**config.mk**
```make
export PLATFORM = sky130hd
export DESIGN_NAME = diagonal_buffer
export DESIGN_NICKNAME = d
export VERILOG_FILES = /design/src/hw/diag_buffer_pkg.sv /design/src/hw/pixel_pkg.sv /design/src/hw/diagonal_buffer.sv /design/src/hw/diagonal_delay_line.sv /design/src/hw/pixel_saturate.sv
export SDC_FILE = /design/constraint.sdc
export NUM_CORES = 2
export LEC_CHECK = 0
export BUFFER_PORTS_ARGS = -buffer_cell sky130_fd_sc_hd__buf_4
export CAP_MARGIN = 15
export CORE_MARGIN = 1.5
export CORE_UTILIZATION = 40
export DETAILED_ROUTE_END_ITERATION = 10
export PLACE_DENSITY = 0.58
export SYNTH_ARGS = -nofsm -noshare
export SYNTH_HDL_FRONTEND = slang
export SYNTH_SLANG_ARGS = --single-unit
```
**constraint.sdc**
```tcl
create_clock -name clock -period 1.69 [get_ports clock]
set_input_delay 0.507 -clock clock [delete_from_list [all_inputs] [get_ports clock]]
set_output_delay 0.507 -clock clock [all_outputs]
set_load 0.02 [all_outputs]
```
**src/hw/diag_buffer_pkg.sv**
```systemverilog
// lane counts and delay depth of the diagonal pixel buffer
package diag_buffer_pkg;

	// ~~~~~~~~~~~~~~~~~~~~~~~~~~~~~~
	// lane geometry
	// ~~~~~~~~~~~~~~~~~~~~~~~~~~~~~~

	localparam int NARROW_LANES = 18;   // split in two halves around the wide group
	localparam int WIDE_LANES = 9;

	localparam int LANES = NARROW_LANES + WIDE_LANES;

	// first output lane of each group
	localparam int WIDE_FIRST_LANE = NARROW_LANES / 2;
	localparam int NARROW_HIGH_FIRST_LANE = WIDE_FIRST_LANE + WIDE_LANES;

	// ~~~~~~~~~~~~~~~~~~~~~~~~~~~~~~
	// delay
	// ~~~~~~~~~~~~~~~~~~~~~~~~~~~~~~

	// enable-gated stages after the saturation register
	localparam int DELAY_DEPTH = 9;

	// cycles from sample to pixel with enable held high
	localparam int LATENCY = DELAY_DEPTH + 1;

endpackage

```
**src/hw/pixel_pkg.sv**
```systemverilog
// pixel and sample widths for the saturation datapath, with the pixel limits
package pixel_pkg;

	// ~~~~~~~~~~~~~~~~~~~~~~~~~~~~~~
	// output pixel
	// ~~~~~~~~~~~~~~~~~~~~~~~~~~~~~~

	localparam int PIXEL_WIDTH = 8;

	typedef logic [PIXEL_WIDTH-1:0] pixel_t;

	localparam pixel_t PIXEL_MIN = '0;   // floor for negative samples
	localparam pixel_t PIXEL_MAX = '1;   // ceiling for overflowed samples

	// ~~~~~~~~~~~~~~~~~~~~~~~~~~~~~~
	// signed input samples
	// ~~~~~~~~~~~~~~~~~~~~~~~~~~~~~~

	// one extra magnitude bit plus sign
	localparam int NARROW_WIDTH = PIXEL_WIDTH + 2;
	// two extra magnitude bits plus sign
	localparam int WIDE_WIDTH = PIXEL_WIDTH + 3;

	// full signed range of each sample width
	localparam int NARROW_SAMPLE_MIN = -(2 ** (NARROW_WIDTH - 1));
	localparam int NARROW_SAMPLE_MAX = (2 ** (NARROW_WIDTH - 1)) - 1;
	localparam int WIDE_SAMPLE_MIN = -(2 ** (WIDE_WIDTH - 1));
	localparam int WIDE_SAMPLE_MAX = (2 ** (WIDE_WIDTH - 1)) - 1;

endpackage

```
**src/hw/diagonal_buffer.sv**
```systemverilog
// diagonal pixel buffer top, saturates 27 signed lanes and delays them in reference order
`timescale 1ns/1ps

module diagonal_buffer #(
	parameter int PIXEL_WIDTH = pixel_pkg::PIXEL_WIDTH,
	parameter int NARROW_WIDTH = pixel_pkg::NARROW_WIDTH,
	parameter int WIDE_WIDTH = pixel_pkg::WIDE_WIDTH,
	parameter int NARROW_LANES = diag_buffer_pkg::NARROW_LANES,
	parameter int WIDE_LANES = diag_buffer_pkg::WIDE_LANES,
	parameter int DEPTH = diag_buffer_pkg::DELAY_DEPTH
) (
	input logic clock,
	input logic rst,
	input logic enable,
	input logic signed [NARROW_LANES-1:0][NARROW_WIDTH-1:0] narrow_samples,
	input logic signed [WIDE_LANES-1:0][WIDE_WIDTH-1:0] wide_samples,
	output logic [NARROW_LANES+WIDE_LANES-1:0][PIXEL_WIDTH-1:0] pixels
);

	localparam int LANES = NARROW_LANES + WIDE_LANES;

	// narrow lanes below this index sit ahead of the wide group
	localparam int SPLIT = NARROW_LANES / 2;

	logic [NARROW_LANES-1:0][PIXEL_WIDTH-1:0] narrow_pix;
	logic [WIDE_LANES-1:0][PIXEL_WIDTH-1:0] wide_pix;
	logic [LANES-1:0][PIXEL_WIDTH-1:0] ordered;

	// ~~~~~~~~~~~~~~~~~~~~~~~~~~~~~~
	// saturation
	// ~~~~~~~~~~~~~~~~~~~~~~~~~~~~~~

	pixel_saturate #(
		.SAMPLE_WIDTH(NARROW_WIDTH),
		.PIXEL_WIDTH(PIXEL_WIDTH),
		.GROUP_LANES(NARROW_LANES)
	) narrow_sat (
		.clock(clock),
		.rst(rst),
		.samples(narrow_samples),
		.pixels(narrow_pix)
	);

	pixel_saturate #(
		.SAMPLE_WIDTH(WIDE_WIDTH),
		.PIXEL_WIDTH(PIXEL_WIDTH),
		.GROUP_LANES(WIDE_LANES)
	) wide_sat (
		.clock(clock),
		.rst(rst),
		.samples(wide_samples),
		.pixels(wide_pix)
	);

	// ~~~~~~~~~~~~~~~~~~~~~~~~~~~~~~
	// lane order
	// ~~~~~~~~~~~~~~~~~~~~~~~~~~~~~~

	// low narrow half, then the wide group, then the high narrow half
	for (genvar lane = 0; lane < LANES; lane++) begin : g_order
		if (lane < SPLIT) begin : g_narrow_low
			assign ordered[lane] = narrow_pix[lane];
		end else if (lane < SPLIT + WIDE_LANES) begin : g_wide
			assign ordered[lane] = wide_pix[lane - SPLIT];
		end else begin : g_narrow_high
			assign ordered[lane] = narrow_pix[lane - WIDE_LANES];   // narrow 9 up
		end
	end

	// ~~~~~~~~~~~~~~~~~~~~~~~~~~~~~~
	// delay
	// ~~~~~~~~~~~~~~~~~~~~~~~~~~~~~~

	// one saturation cycle plus DEPTH enabled shifts end to end
	diagonal_delay_line #(
		.LANES(LANES),
		.DEPTH(DEPTH),
		.PIXEL_WIDTH(PIXEL_WIDTH)
	) delay (
		.clock(clock),
		.rst(rst),
		.enable(enable),
		.pixel_in(ordered),
		.pixel_out(pixels)
	);

endmodule

```
**src/hw/diagonal_delay_line.sv**
```systemverilog
// enable-gated multi-stage pixel delay, one shift register per lane
`timescale 1ns/1ps

module diagonal_delay_line #(
	parameter int LANES = diag_buffer_pkg::LANES,
	parameter int DEPTH = diag_buffer_pkg::DELAY_DEPTH,
	parameter int PIXEL_WIDTH = pixel_pkg::PIXEL_WIDTH
) (
	input logic clock,
	input logic rst,
	input logic enable,
	input logic [LANES-1:0][PIXEL_WIDTH-1:0] pixel_in,
	output logic [LANES-1:0][PIXEL_WIDTH-1:0] pixel_out
);

	if (DEPTH < 1) begin : g_depth_check
		$error("diagonal_delay_line: DEPTH must be at least 1, got %0d", DEPTH);
	end

	if (LANES < 1) begin : g_lane_check
		$error("diagonal_delay_line: LANES must be at least 1, got %0d", LANES);
	end

	// ~~~~~~~~~~~~~~~~~~~~~~~~~~~~~~
	// stage storage
	// ~~~~~~~~~~~~~~~~~~~~~~~~~~~~~~

	// stage 0 takes pixel_in, stage DEPTH-1 drives the output
	logic [DEPTH-1:0][LANES-1:0][PIXEL_WIDTH-1:0] stage;

	// all lanes shift together, nothing moves while enable is low
	always_ff @(posedge clock) begin
		if (rst) begin
			stage <= '0;
		end else if (enable) begin
			stage[0] <= pixel_in;
			for (int s = 1; s < DEPTH; s++) begin
				stage[s] <= stage[s-1];
			end
		end
	end

	assign pixel_out = stage[DEPTH-1];

	// ~~~~~~~~~~~~~~~~~~~~~~~~~~~~~~
	// checks
	// ~~~~~~~~~~~~~~~~~~~~~~~~~~~~~~

	// a held line keeps its output across the edge
	assert property (
		@(posedge clock)
		(!rst && !enable) |=> $stable(pixel_out)
	) else begin
		$error("diagonal_delay_line: output moved while enable was low");
	end

	// output reads zero after a reset edge
	assert property (
		@(posedge clock)
		rst |=> (pixel_out == '0)
	) else begin
		$error("diagonal_delay_line: output not zero after reset");
	end

endmodule

```
**src/hw/pixel_saturate.sv**
```systemverilog
// registered clamp of a group of signed samples to unsigned pixels
`timescale 1ns/1ps

module pixel_saturate #(
	parameter int SAMPLE_WIDTH = pixel_pkg::NARROW_WIDTH,
	parameter int PIXEL_WIDTH = pixel_pkg::PIXEL_WIDTH,
	parameter int GROUP_LANES = diag_buffer_pkg::WIDE_LANES
) (
	input logic clock,
	input logic rst,
	input logic signed [GROUP_LANES-1:0][SAMPLE_WIDTH-1:0] samples,
	output logic [GROUP_LANES-1:0][PIXEL_WIDTH-1:0] pixels
);

	localparam int SIGN_BIT = SAMPLE_WIDTH - 1;

	// sample needs at least sign plus one bit above the pixel range
	if (SAMPLE_WIDTH < PIXEL_WIDTH + 2) begin : g_width_check
		$error("pixel_saturate: SAMPLE_WIDTH %0d too narrow for PIXEL_WIDTH %0d",
			SAMPLE_WIDTH, PIXEL_WIDTH);
	end

	logic [GROUP_LANES-1:0] negative;
	logic [GROUP_LANES-1:0] overflow;
	logic [GROUP_LANES-1:0][PIXEL_WIDTH-1:0] clamped;

	// ~~~~~~~~~~~~~~~~~~~~~~~~~~~~~~
	// per-lane classify
	// ~~~~~~~~~~~~~~~~~~~~~~~~~~~~~~

	// every magnitude bit above the pixel counts, wide lanes included
	always_comb begin
		for (int lane = 0; lane < GROUP_LANES; lane++) begin
			negative[lane] = samples[lane][SIGN_BIT];
			overflow[lane] = |samples[lane][SIGN_BIT-1:PIXEL_WIDTH];
		end
	end

	always_comb begin
		for (int lane = 0; lane < GROUP_LANES; lane++) begin
			if (negative[lane]) begin
				clamped[lane] = '0;
			end else if (overflow[lane]) begin
				clamped[lane] = '1;   // above max
			end else begin
				clamped[lane] = samples[lane][PIXEL_WIDTH-1:0];
			end
		end
	end

	// ~~~~~~~~~~~~~~~~~~~~~~~~~~~~~~
	// output register
	// ~~~~~~~~~~~~~~~~~~~~~~~~~~~~~~

	// runs every cycle, enable only gates the delay line
	always_ff @(posedge clock) begin
		if (rst) begin
			pixels <= '0;
		end else begin
			pixels <= clamped;
		end
	end

	// a negative sample lands as a zero pixel on the next edge
	for (genvar lane = 0; lane < GROUP_LANES; lane++) begin : g_neg_check
		assert property (
			@(posedge clock) disable iff (rst)
			samples[lane][SIGN_BIT] |=> (pixels[lane] == '0)
		) else begin
			$error("pixel_saturate: lane %0d negative sample not clamped to zero", lane);
		end
	end

endmodule

```
==> flow_metrics.tcl <==
set metrics [dict create \
    wl_per_cell_um 15.16 \
    grt_pass1_wl_um 250200 \
    status "finished, violations left" \
    dpl.hpwl_um 104700 \
    antenna_found_initial 1 \
    leakage_nw 42.47 \
    vias 47430 \
    cts_sinks 2160 \
    power_density_nw_per_um2 1126 \
    cts-root-to-sink-buffers 3 \
    synth_warnings 0 \
    syn_avg_cell_area_um2 10.94 \
    max_slew.worst_pin.slew_ns 0.5894 \
    maxSlewViolCount 0 \
    port_buffers 497 \
    wirelength_um 157500 \
    cap_violations 0 \
    drive_gt1_frac 0.1756 \
    drt_iter0_drc 2137 \
    rows 160 \
    grt_pass1_vias 46240 \
    dieArea_um2 193400 \
    hold_ws_ns 0.05187 \
    netlist_instances 6978 \
    crit_arrival_ns 1.37 \
    slew_headroom 0.6056 \
    cts_tree "done" \
    peakVddDrop_mv 0.8111 \
    final_util 0.4987 \
    initial_core_util 0.4021 \
    crit_family "flip-flops" \
    cp_max_fo 2 \
    syn-num-nets 7260 \
    crit_chain "buf_6" \
    seq_area_frac_synth 0.5666 \
    syn-cell-area_um2 76320 \
    slowest_delay_ns 0.40 \
    fin_crit_ns 1.881 \
    startpoint "delay.pixel_out[7]" \
    fin_skew_ns 0.03615 \
    holdCritPathClass "primary input to register" \
    root_buffer "clkbuf_16" \
    drc 0 \
    finalWeightedCongestion 0.7951 \
    fillers 16930 \
    overflow 0 \
    postLayoutSetupSlackWorst_ns -0.1906 \
    cts_made_buffers 219 \
    cp-start-kind "register" \
    dr.pass1.iters 5 \
    setup_viol 216 \
    multi_input_area_um2 28530 \
    vias_per_cell 4.564 \
    nets 7974 \
    max_freq_mhz 531.7 \
    ff_latch_area_um2 43570 \
    crit_type "register to primary output" \
    cp_num_buf_inv 1 \
    min_from "narrow_samples[18]" \
    grt_usage 0.1588 \
    cpMaxStageDelayCell "dfxtp_4" \
    clk_pin_slew_worst_paths_ns 0.06 \
    violations "setup timing" \
    h-tree-depth 4 \
    die_w_um 439.8 \
    yosysUniqueCellTypes 10 \
    cp.required_ns 1.18 \
    area_growth_pct 24.01 \
    reg2reg_from "delay.pixel_out[133]" \
    synth_seq_cells 2160 \
    ant_nets 0 \
    die_y_um 439.8 \
    core-area_um2 189800 \
    crit_path_end_kind "primary output" \
    clk_latency_ns 0.84 \
    hold_violations 0 \
    rsz0062_at_grt "yes" \
    ioPinCount 498 \
    design_area_um2 94640 \
    place_area_um2 81620 \
    grt_max_degree 81 \
    post-route-period-util 1.113 \
]
-- state kept, by name, summed over array words and instances, names as in the netlist --
signal and count:
delay.stage 1728, delay.pixel_out 216, narrow_sat.pixels 144, wide_sat.pixels 72
-- Yosys cell counts (all sizes together) --
master / instances / area [um^2]
buf: 535 / 4003
clkbuf: 143 / 536.8
dfxtp: 2160 / 43240
mux2i: 1944 / 19460
nor2: 1971 / 7398
o21a: 216 / 1622
or2: 9 / 56.30
-- power breakdown --
part | switching, mW | leakage, nW | internal (mW)
clock | 20.3 | 3.69 | 28.7
combinational | 2.82 | 21.2 | 2.92
sequential | 0.335 | 17.6 | 51.5
-- final cells by class --
cell class / count / share of cell area
diodes: 1 / 0.00002644
clock buffers: 326 / 0.06916
clock inverters: 83 / 0.01022
multi-input cells: 4140 / 0.3015
flip-flops and latches: 2160 / 0.4604
well taps: 2511 / 0.03320
repair buffers: 1171 / 0.1255
-- layer usage --
metal	up-vias	wire length [um]	GRT usage
li1	24490	-	-
met1	22080	69820	0.1954
met2	552	75890	0.2680
met3	310	5538	0.03269
met4	0	6254	0.06891
met5	-	0	0
-- placed cells by master (no fill, tap or decap), types with 3 or more instances in the layout --
master | synthesis | final
inv_16 | 0 | 5
nor2_1 | 1971 | 1971
clkbuf_8 | 0 | 62
buf_8 | 0 | 24
buf_4 | 253 | 479
buf_12 | 0 | 96
clkbuf_16 | 0 | 221
clkinv_2 | 0 | 42
dfxtp_2 | 0 | 194
buf_6 | 119 | 192
dlygate4sd3_1 | 0 | 378
bufinv_16 | 0 | 12
clkinv_16 | 0 | 4
mux2i_1 | 1944 | 1944
clkbuf_1 | 143 | 43
dfxtp_4 | 0 | 22
inv_6 | 0 | 3
clkinv_4 | 0 | 4
clkinvlp_4 | 0 | 11
or2_2 | 9 | 9
o21a_1 | 216 | 216
dfxtp_1 | 2160 | 1944
-- repair_timing --
item | in CTS | in global routing
pin swaps | 0 | 0
hold endpoints to repair | 208 | 2
hold buffers | 376 | 2
endpoints found under the setup margin | 216 | 216
buffers inserted | 53 | 13
resized for setup | 472 | 6
-- through the flow --
| stage | TNS [ns] | total power [mW] | instances | worst slack, ns |
|---|---|---|---|---|
| floorplan | 0 | 56.40 | 6978 | 0.1933 |
| global placement | -12.14 | 58.05 | 9538 | -0.08190 |
| detailed placement | -20.84 | 58.10 | 9538 | -0.08309 |
| CTS | -43.52 | 108.2 | 10380 | -0.2747 |
| global route | -42.21 | 110.8 | 10390 | -0.2685 |
| finish | -23.66 | 106.6 | 10390 | -0.1906 |
-- logic make-up after synthesis --
kind of cell | Yosys count | share of synthesized area
compound gates | 216 | 0.02125
buf+inv | 678 | 0.05948
flops | 2160 | 0.5666
mux | 1944 | 0.2550
simple gates | 1980 | 0.09768
-- final timing paths --
| check | cells past startpoint | to | slack (ns) |
|---|---|---|---|
| worst max-delay path | 1 | pixels[7] | -0.19 |
| worst min-delay path | 2 | narrow_sat.pixels[15] | 0.05 |
| worst max register to register | 4 | delay.pixel_out[133] | 0.82 |
| worst min register to register | 2 | delay.stage[199] | 0.46 |
No activity file was read; power rests on OpenSTA's default activity.
